--- src/common/coreDefs.svh ---
`ifndef CORE_DEFS_SVH
`define CORE_DEFS_SVH

// Datapath and address width
`define XLEN 32

// Architectural registers, x0 included
`define REG_COUNT 32

// First fetch address
`define RESET_VECTOR 32'h00000000

`endif

--- src/common/corePkg.sv ---
`include "coreDefs.svh"

package corePkg;

	// RV32I major opcodes handled by the core
	typedef enum logic [6:0]
	{
		LUI = 7'b0110111,
		AUIPC = 7'b0010111,
		OP_IMM = 7'b0010011,
		OP = 7'b0110011,
		LOAD = 7'b0000011,
		STORE = 7'b0100011,
		BRANCH = 7'b1100011,
		JAL = 7'b1101111,
		SYSTEM = 7'b1110011
	} Opcode_t;

	typedef enum logic [2:0] {INITIAL_WAIT, INITIAL_FETCH, FETCH_EXECUTE, EXECUTE, HALT} State_t;
	typedef enum logic [2:0] {ADD, SUB, XOR, OR, AND} AluOp_t;
	typedef enum logic [2:0] {I, S, B, U, J} ImmediateMode_t;
	typedef enum logic [2:0] {ALU, IMMEDIATE, AUIPC_SUM, LINK, MEMORY} RdSource_t; // rd write-back mux
	typedef enum logic {CURRENT_PC, NEXT_PC} InstructionAddressSource_t;
	typedef enum logic [2:0] {NONE, ECALL, BAD_OPCODE, PC_MISALIGNED, DATA_MISALIGNED} HaltCause_t;

	// Everything the FSM drives into the datapath
	typedef struct packed
	{
		logic rdWriteEnable;
		RdSource_t rdSource;
		AluOp_t aluOp;
		logic aluUseImmediate; // Second operand is the immediate, not rs2
		ImmediateMode_t immediateMode;
		logic memoryRead;
		logic memoryWrite;
		logic programCounterWriteEnable;
		InstructionAddressSource_t instructionAddressSource;
		logic isBranch; // Take pc + immediate as next PC
	} Controls_t;

	typedef struct packed
	{
		logic [`XLEN-1:0] address;
		logic [`XLEN-1:0] writeData;
		logic read;
		logic write;
	} DataRequest_t;

endpackage

--- src/control/controlLogic.sv ---
`timescale 1ns/1ps
`include "coreDefs.svh"

module controlLogic
	import corePkg::*;
(
	input logic clock,
	input logic reset,
	input logic [31:0] instruction,
	input logic branchTaken,
	input logic pcMisaligned,
	input logic dataMisaligned,
	output Controls_t controls,
	output logic halted,
	output HaltCause_t haltCause
);

	State_t currentState, nextState;
	Opcode_t opcode;
	logic [2:0] funct3;
	logic [6:0] funct7;
	Controls_t decoded; // FETCH_EXECUTE controls for this instruction
	logic badOpcode;
	logic isEcall;
	logic isLoad;
	HaltCause_t faultCause;

	assign opcode = Opcode_t'(instruction[6:0]);
	assign funct3 = instruction[14:12];
	assign funct7 = instruction[31:25];
	assign isLoad = (opcode == LOAD);

	// Instruction decode
	always_comb
	begin
		decoded = '0;
		decoded.programCounterWriteEnable = 1'b1; // Most instructions advance
		decoded.instructionAddressSource = NEXT_PC;
		badOpcode = (instruction[1:0] != 2'b11); // Compressed or invalid encoding
		isEcall = 1'b0;
		case (opcode)
			LUI:
			begin
				decoded.rdWriteEnable = 1'b1;
				decoded.rdSource = IMMEDIATE;
				decoded.immediateMode = U;
			end
			AUIPC:
			begin
				decoded.rdWriteEnable = 1'b1;
				decoded.rdSource = AUIPC_SUM; // pc + upper immediate
				decoded.immediateMode = U;
			end
			OP_IMM, OP:
			begin
				decoded.rdWriteEnable = 1'b1;
				decoded.rdSource = ALU;
				decoded.aluUseImmediate = (opcode == OP_IMM);
				decoded.immediateMode = I;
				case ({(opcode == OP) ? funct7 : 7'b0000000, funct3})
					10'b0000000_000: decoded.aluOp = ADD;
					10'b0100000_000: decoded.aluOp = SUB; // Only reachable for OP
					10'b0000000_100: decoded.aluOp = XOR;
					10'b0000000_110: decoded.aluOp = OR;
					10'b0000000_111: decoded.aluOp = AND;
					default: badOpcode = 1'b1; // slt, shifts etc.
				endcase
			end
			LOAD:
			begin
				decoded.memoryRead = 1'b1;
				decoded.aluUseImmediate = 1'b1; // Address is rs1 + imm
				decoded.immediateMode = I;
				// Hold PC and refetch lw so EXECUTE still sees rd
				decoded.programCounterWriteEnable = 1'b0;
				decoded.instructionAddressSource = CURRENT_PC;
				badOpcode |= (funct3 != 3'b010); // lw only
			end
			STORE:
			begin
				decoded.memoryWrite = 1'b1;
				decoded.aluUseImmediate = 1'b1;
				decoded.immediateMode = S;
				badOpcode |= (funct3 != 3'b010); // sw only
			end
			BRANCH:
			begin
				decoded.immediateMode = B;
				decoded.isBranch = branchTaken; // Comparison done in executeUnit
				badOpcode |= (funct3[2:1] != 2'b00); // beq and bne
			end
			JAL:
			begin
				decoded.rdWriteEnable = 1'b1;
				decoded.rdSource = LINK;
				decoded.immediateMode = J;
				decoded.isBranch = 1'b1;
			end
			SYSTEM:
			begin
				isEcall = (instruction == 32'h00000073);
				badOpcode |= !isEcall; // No CSRs or ebreak
			end
			default: badOpcode = 1'b1;
		endcase

		// Faulting instruction has no side effects
		if (badOpcode || isEcall)
		begin
			decoded.rdWriteEnable = 1'b0;
			decoded.memoryRead = 1'b0;
			decoded.memoryWrite = 1'b0;
			decoded.isBranch = 1'b0;
			decoded.programCounterWriteEnable = 1'b0;
			decoded.instructionAddressSource = CURRENT_PC;
		end
	end

	// Halt causes only count while executing, highest priority first
	always_comb
	begin
		faultCause = NONE;
		if (currentState == FETCH_EXECUTE || currentState == EXECUTE)
		begin
			if (pcMisaligned)
				faultCause = PC_MISALIGNED;
			else if (dataMisaligned)
				faultCause = DATA_MISALIGNED;
			else if (badOpcode)
				faultCause = BAD_OPCODE;
			else if (isEcall)
				faultCause = ECALL;
		end
	end

	always_comb
	begin
		case (currentState)
			INITIAL_WAIT: nextState = INITIAL_FETCH;
			INITIAL_FETCH: nextState = FETCH_EXECUTE;
			FETCH_EXECUTE: nextState = (faultCause != NONE) ? HALT : (isLoad ? EXECUTE : FETCH_EXECUTE);
			EXECUTE: nextState = (faultCause != NONE) ? HALT : FETCH_EXECUTE;
			default: nextState = HALT; // HALT spins, bad state halts
		endcase
	end

	always_ff @(posedge clock)
	begin
		if (reset)
		begin
			currentState <= INITIAL_WAIT;
			haltCause <= NONE;
		end
		else
		begin
			currentState <= nextState;
			if (faultCause != NONE)
				haltCause <= faultCause; // FSM leaves at once, so this is the first cause
		end
	end

	// Control lines per state
	always_comb
	begin
		controls = '0; // Wait and halt stay idle
		case (currentState)
			INITIAL_FETCH: controls.instructionAddressSource = CURRENT_PC; // Present PC once
			FETCH_EXECUTE: controls = decoded;
			EXECUTE:
			begin
				controls.rdWriteEnable = 1'b1; // Second half of lw
				controls.rdSource = MEMORY;
				controls.programCounterWriteEnable = 1'b1;
				controls.instructionAddressSource = NEXT_PC;
			end
			default: ;
		endcase
	end

	assign halted = (currentState == HALT);

endmodule

--- src/logic/executeUnit.sv ---
`timescale 1ns/1ps
`include "coreDefs.svh"

module executeUnit
	import corePkg::*;
(
	input logic [31:0] instruction,
	input logic [`XLEN-1:0] programCounter,
	input logic [`XLEN-1:0] rs1Data,
	input logic [`XLEN-1:0] rs2Data,
	input Controls_t controls,
	input logic [`XLEN-1:0] loadData,
	output logic [`XLEN-1:0] rdData,
	output logic [`XLEN-1:0] dataAddress,
	output logic [`XLEN-1:0] nextProgramCounter,
	output logic branchTaken,
	output logic pcMisaligned
);

	logic [`XLEN-1:0] immediate;
	logic [`XLEN-1:0] aluOperand;
	logic [`XLEN-1:0] aluResult;
	logic [`XLEN-1:0] pcPlusImmediate; // Branch, jal and auipc share this adder
	logic [`XLEN-1:0] sequentialPc;

	// Immediate former
	always_comb
	begin
		case (controls.immediateMode)
			I: immediate = {{20{instruction[31]}}, instruction[31:20]};
			S: immediate = {{20{instruction[31]}}, instruction[31:25], instruction[11:7]};
			B:
			begin
				immediate = {{19{instruction[31]}}, instruction[31], instruction[7],
					instruction[30:25], instruction[11:8], 1'b0};
			end
			U: immediate = {instruction[31:12], 12'b0};
			J:
			begin
				immediate = {{11{instruction[31]}}, instruction[31], instruction[19:12],
					instruction[20], instruction[30:21], 1'b0};
			end
			default: immediate = '0;
		endcase
	end

	assign aluOperand = controls.aluUseImmediate ? immediate : rs2Data;

	// ALU
	always_comb
	begin
		case (controls.aluOp)
			ADD: aluResult = rs1Data + aluOperand;
			SUB: aluResult = rs1Data - aluOperand;
			XOR: aluResult = rs1Data ^ aluOperand;
			OR: aluResult = rs1Data | aluOperand;
			AND: aluResult = rs1Data & aluOperand;
			default: aluResult = '0;
		endcase
	end

	assign dataAddress = aluResult; // lw and sw run rs1 + imm through the ALU

	assign pcPlusImmediate = programCounter + immediate;
	assign sequentialPc = programCounter + `XLEN'd4;

	// Control decides if the target is taken
	assign nextProgramCounter = controls.isBranch ? pcPlusImmediate : sequentialPc;
	assign pcMisaligned = (nextProgramCounter[1:0] != 2'b00);

	// beq on funct3 000, bne on 001
	assign branchTaken = (rs1Data == rs2Data) ^ instruction[12];

	// rd write-back mux
	always_comb
	begin
		case (controls.rdSource)
			ALU: rdData = aluResult;
			IMMEDIATE: rdData = immediate; // lui
			AUIPC_SUM: rdData = pcPlusImmediate;
			LINK: rdData = sequentialPc; // jal return address
			MEMORY: rdData = loadData;
			default: rdData = '0;
		endcase
	end

endmodule

--- src/logic/memoryController.sv ---
`timescale 1ns/1ps
`include "coreDefs.svh"

module memoryController
	import corePkg::*;
(
	input logic clock,
	input logic reset,
	input Controls_t controls,
	input logic [`XLEN-1:0] address,
	input logic [`XLEN-1:0] storeData,
	output DataRequest_t dataRequest,
	input logic [`XLEN-1:0] readData,
	output logic [`XLEN-1:0] loadData,
	output logic dataMisaligned
);

	logic aligned;

	assign aligned = (address[1:0] == 2'b00); // Word accesses only

	// Misaligned access never reaches the bus
	assign dataRequest = '{
		address: address,
		writeData: storeData,
		read: controls.memoryRead & aligned,
		write: controls.memoryWrite & aligned
	};

	assign dataMisaligned = (controls.memoryRead | controls.memoryWrite) & ~aligned;

	// readData settles one edge after the request, before the cycle closes
	always_ff @(posedge clock)
	begin
		if (reset)
			loadData <= '0;
		else if (dataRequest.read)
			loadData <= readData; // Held for the EXECUTE write-back
	end

endmodule

--- src/logic/registerFile.sv ---
`timescale 1ns/1ps
`include "coreDefs.svh"

module registerFile
(
	input logic clock,
	input logic reset,
	input logic [$clog2(`REG_COUNT)-1:0] rs1Index,
	input logic [$clog2(`REG_COUNT)-1:0] rs2Index,
	input logic [$clog2(`REG_COUNT)-1:0] rdIndex,
	input logic writeEnable,
	input logic [`XLEN-1:0] writeData,
	output logic [`XLEN-1:0] rs1Data,
	output logic [`XLEN-1:0] rs2Data
);

	logic [`XLEN-1:0] registers [1:`REG_COUNT-1]; // x0 has no storage

	always_ff @(posedge clock)
	begin
		if (reset)
		begin
			for (int index = 1; index < `REG_COUNT; index++)
				registers[index] <= '0;
		end
		else if (writeEnable && rdIndex != '0)
			registers[rdIndex] <= writeData; // Writes to x0 dropped
	end

	// Combinational reads, x0 hardwired
	assign rs1Data = (rs1Index == '0) ? '0 : registers[rs1Index];
	assign rs2Data = (rs2Index == '0) ? '0 : registers[rs2Index];

endmodule

--- src/logic/riscvCore.sv ---
`timescale 1ns/1ps
`include "coreDefs.svh"

module riscvCore
	import corePkg::*;
(
	input logic clock,
	input logic reset,
	output logic [`XLEN-1:0] instructionAddress,
	input logic [31:0] instruction,
	output DataRequest_t dataRequest,
	input logic [`XLEN-1:0] readData,
	output logic halted,
	output HaltCause_t haltCause
);

	Controls_t controls;
	logic [`XLEN-1:0] programCounter;
	logic [`XLEN-1:0] nextProgramCounter;
	logic [`XLEN-1:0] rs1Data, rs2Data, rdData;
	logic [`XLEN-1:0] dataAddress;
	logic [`XLEN-1:0] loadData;
	logic branchTaken, pcMisaligned, dataMisaligned;

	// Program counter
	always_ff @(posedge clock)
	begin
		if (reset)
			programCounter <= `RESET_VECTOR;
		else if (controls.programCounterWriteEnable)
			programCounter <= nextProgramCounter;
	end

	// Fetch ahead with the next PC, or refetch the current one
	assign instructionAddress = (controls.instructionAddressSource == NEXT_PC) ?
		nextProgramCounter : programCounter;

	controlLogic control (.clock, .reset, .instruction, .branchTaken, .pcMisaligned,
		.dataMisaligned, .controls, .halted, .haltCause);

	// Fields straight from the instruction word
	registerFile registers (.clock, .reset, .rs1Index(instruction[19:15]),
		.rs2Index(instruction[24:20]), .rdIndex(instruction[11:7]),
		.writeEnable(controls.rdWriteEnable), .writeData(rdData), .rs1Data, .rs2Data);

	executeUnit execute (.instruction, .programCounter, .rs1Data, .rs2Data, .controls,
		.loadData, .rdData, .dataAddress, .nextProgramCounter, .branchTaken, .pcMisaligned);

	memoryController memory (.clock, .reset, .controls, .address(dataAddress),
		.storeData(rs2Data), .dataRequest, .readData, .loadData, .dataMisaligned);

endmodule

--- config.mk ---
export PLATFORM = sky130hd
export DESIGN_NAME = riscvCore
export DESIGN_NICKNAME = d
export VERILOG_FILES = /design/src/common/corePkg.sv /design/src/control/controlLogic.sv /design/src/logic/executeUnit.sv /design/src/logic/memoryController.sv /design/src/logic/registerFile.sv /design/src/logic/riscvCore.sv
export VERILOG_INCLUDE_DIRS = /design/src /design/src/common
export SDC_FILE = /design/constraint.sdc
export NUM_CORES = 2
export LEC_CHECK = 0
export ABC_AREA = 1
export BUFFER_PORTS_ARGS = -buffer_cell sky130_fd_sc_hd__buf_2
export CAP_MARGIN = 15
export CELL_PAD_IN_SITES_DETAIL_PLACEMENT = 1
export CELL_PAD_IN_SITES_GLOBAL_PLACEMENT = 2
export CORE_MARGIN = 10
export CORE_UTILIZATION = 38
export CTS_BUF_LIST = sky130_fd_sc_hd__clkbuf_16
export DETAILED_ROUTE_END_ITERATION = 6
export GPL_ROUTABILITY_DRIVEN = 0
export HOLD_SLACK_MARGIN = 0.03
export PLACE_DENSITY_LB_ADDON = 0.2
export SETUP_SLACK_MARGIN = 0.1
export SLEW_MARGIN = 25
export SYNTH_ARGS = -nofsm -noshare
export SYNTH_HDL_FRONTEND = slang
export SYNTH_SLANG_ARGS = --single-unit
export TNS_END_PERCENT = 100
--- constraint.sdc ---
create_clock -name clock -period 7.1 [get_ports clock]
set_input_delay 1.065 -clock clock [delete_from_list [all_inputs] [get_ports clock]]
set_output_delay 1.065 -clock clock [all_outputs]
set_load 0.005 [all_outputs]
==> impl_metrics.csv <==
group,metric,value,unit
outcome,status,"finished, final reports clean",
min_path,holdCritPathClass,"flop to flop",
global_routing,grt_pass1_vias,72880,
pwr,power.density,252.0,nW/um2
setup_path,critPathCaptureType,"primary output",
setup_path,critPathMostFrequentCell,"nand2_1",
routing,drt-total-wl,346600,um
synth,seq_area_frac_synth,45.59,%
sta,drv_slew,0,
setup_path,crit_buf_inv,7,
sta,slew_headroom,33.85,%
sta,worst_clock_skew,43.42,ps
global_routing,antenna_found_initial,8,
setup_path,required,6030,ps
pwr,ir_worst_vdd,0.0002305,V
clock_network,cts_tree,"yes",
routing,num_vias,71460,
global_routing,grt_overflow_total,0,
setup_path,timing_worst_setup_path_type,"input pin to primary output",
synth,synth_edf_count,1024,
floorplan,start_util,38.12,%
synth,synthCells,9565,
sta,setup_viol,0,
synth,ys_seq_elements,1094,
run,maxCapViolations,0,
sta,worstMarginPinSlew,992.3,ps
clock_network,clk_latency,820,ps
pwr,p_leak,36.93,nW
synth,netlist_area,70530,um2
sta,fin_ws,199.0,ps
floorplan,num_rows,158,
synth,yosys.area.top_type,"edfxtp_1",
global_routing,grt_pass1_wl,498200,um
synth,synthArstFlopShare,0,%
sta,min_period,6901,ps
routing,first_iter_violations,7370,
clock_network,clk_path_buf_depth,3,
floorplan,fp.dieH,450.8,um
place,io_buffer_count,167,
finish,area_growth,16.91,%
synth,synth_top_area_share,43.60,%
sta,finalHoldViolCount,0,
routing,dr.pass1.iters,6,
routing,vias_per_cell,5.747,
floorplan,core-area,185000,um2
setup_path,slowest_stage,"nor2_1",
synth,synthTopCellsByArea,"edfxtp_1, nand2_1, nor2_1",
routing,remaining_drc_errors,0,
clock_network,cts.sinks,1094,
floorplan,fp.dieW,450.8,um
sta,rsz0062_at_grt,"yes",
sta,min_period_over_period,97.20,%
setup_path,cpLargestDelayFamily,"simple AND/OR/NAND/NOR gates",
setup_path,critPathArrivalTime,5840,ps
finish,nNetsFinal,10040,
clock_network,clk_pin_slew,60,ps
global_routing,grt_use_total,32.74,%
routing,wl_per_cell,27.87,um
pwr,total_power,20.78,mW
floorplan,dieArea,203200,um2
clock_network,cts_made_buffers,138,
floorplan,io_pins,168,
clock_network,ctsHtreeMaxLevel,4,
finish,drive_gt1_share,12.90,%
place,dp_hpwl,234600,um
place,dp_worst_setup_slack,-129.2,ps
synth,ys_types,68,
synth,syn_avg_cell_area,7.374,um2
clock_network,cts_root_buf,"clkbuf_16",
synth,yosysWarnings,0,
setup_path,slowest_delay,550,ps
global_routing,grt_max_degree,93,
synth,synth_flop_cell,"edfxtp_1",
routing,antenna_left,0,
setup_path,startpoint_type,"input pin",
clock_network,cts_hold_buf,0,
sta,fmax,144.9,MHz
setup_path,cp_max_fo,44,
==> Yosys cell counts (all sizes together) (2+ instances only) <==
library cell	number
nor2	1766
a22o	2
dfxtp	70
nand3	1165
and3	4
a211o	2
o21bai	7
nor3	32
edfxtp	1024
a21o	5
xnor2	30
inv	890
a22oi	10
a21boi	10
o31ai	6
nor4	8
a2111oi	2
a21oi	263
ha	128
o21a	3
o211ai	155
xor2	69
o21ai	356
o22ai	2
nand3b	29
nand2	2724
o2111ai	24
a221oi	13
nor3b	2
buf	480
nand4	18
clkbuf	208
fa	2
o221ai	5
a211oi	4
a31oi	20
or2	18
clkinv	2
==> placed cells by master, fill, tap and decap left out, types with 9 or more instances in the layout <==
cell,instances
nor3_2,10
a221oi_1,11
clkbuf_16,151
conb_1,32
inv_1,873
nor2_4,12
buf_12,92
nand3b_1,29
or2_2,12
o211ai_1,155
ha_1,126
o2111ai_1,21
buf_16,9
a22oi_1,10
o21ai_2,17
nand4_1,18
xor2_1,69
edfxtp_1,1024
inv_2,43
buf_4,498
o21ai_0,285
a21oi_2,56
a21oi_1,202
o21ai_1,47
nand2_1,2654
nand3_2,12
clkinv_2,22
nor2_1,1739
clkinv_1,36
nor2_2,15
buf_6,20
a31oi_2,14
buf_2,159
nor3_1,21
dfxtp_1,70
nand2_2,68
nand3_1,1150
xnor2_1,30
==> cell type report <==
cell class	count	area (um2)
Antenna cell	2	5.005
Clock buffer	143	3578
Clock inverter	102	590.6
Fill cell	22880	102600
Inverter	892	3400
Multi-Input combinational cell	6922	32340
Sequential cell	1094	32150
Tap cell	2480	3103
Timing Repair Buffer	798	7273
Timing Repair inverter	1	11.26
==> power breakdown <==
| group | internal, mW | switching, mW | total, mW |
|---|---|---|---|
| clock | 3.77 | 2.98 | 6.75 |
| combinational | 1.93 | 4.57 | 6.50 |
| sequential | 7.36 | 0.170 | 7.53 |
==> flip-flops by register name (all words and copies together) (netlist names) <==
signal and flops:
registers.registers 1024, memory.loadData 32, programCounter 32, control.currentState 3
control.haltCause 3
==> metrics by stage <==
| stage | cell area (um2) | utilization [%] | hold slack, ps | setup TNS (ps) | instances |
|---|---|---|---|---|---|
| floorplan | 70640 | - | 424.7 | 0 | 9596 |
| global placement | 77120 | 41.68 | 466.9 | -124.8 | 12160 |
| detailed placement | 77120 | 41.68 | 478.5 | -1298 | 12160 |
| CTS | 81500 | 44.04 | 479.6 | 0 | 12410 |
| global route | 82450 | 44.56 | 515.1 | -56.63 | 12430 |
| finish | 82460 | 44.56 | 496.1 | 0 | 12430 |
==> repair_timing <==
item,in CTS,in global routing
setup buffers,2,17
pin swaps,2,38
cloned,3,9
gates resized for setup,24,165
setup endpoints to repair,11,47
==> routing by layer <==
metal	vias up	GRT usage (%)	share of wire (%)
li1	31530	-	-
met1	35970	42.86	41
met2	3124	51.73	45
met3	839	4.651	7.5
met4	4	18.71	6.6
met5	-	0	0.0075
==> cells by family (layout without fill, tap and decap cells) <==
logic type	Yosys count	count (layout)	share of synthesized area (%)
simple gates	5769	5769	33.40
buf+inv	1580	1936	9.748
flops	1094	1094	45.59
compound gates	892	892	7.706
fa+ha+maj	130	130	2.328
xor+xnor	99	99	1.229
other cells	1	34	0.005317
==> worst reg2reg max path, delay by kind of cell (launching register included) <==
| kind | cells | cell delay, ps |
|---|---|---|
| XOR/XNOR | 1 | 180 |
| adder cells (fa/ha/maj) | 1 | 270 |
| AND/OR/NAND/NOR | 6 | 550 |
| flip-flops | 1 | 410 |
| buffers and inverters | 11 | 1540 |
| AO/OA/AOI/OAI | 11 | 2680 |
==> final timing paths <==
kind / startpoint / slack (ps) / depth (start not counted) / to
max: instruction[15] / 200 / 27 / instructionAddress[3]
max reg2reg: control.currentState[2]$_SDFF_PP0_ / 1170 / 30 / registers.registers[18][23]$_SDFFCE_PN0P_
min: memory.loadData[14]$_SDFFE_PP0P_ / 500 / 2 / memory.loadData[14]$_SDFFE_PP0P_
min reg2reg: memory.loadData[14]$_SDFFE_PP0P_ / 500 / 2 / memory.loadData[14]$_SDFFE_PP0P_
No activity file was read; power rests on OpenSTA's default activity.
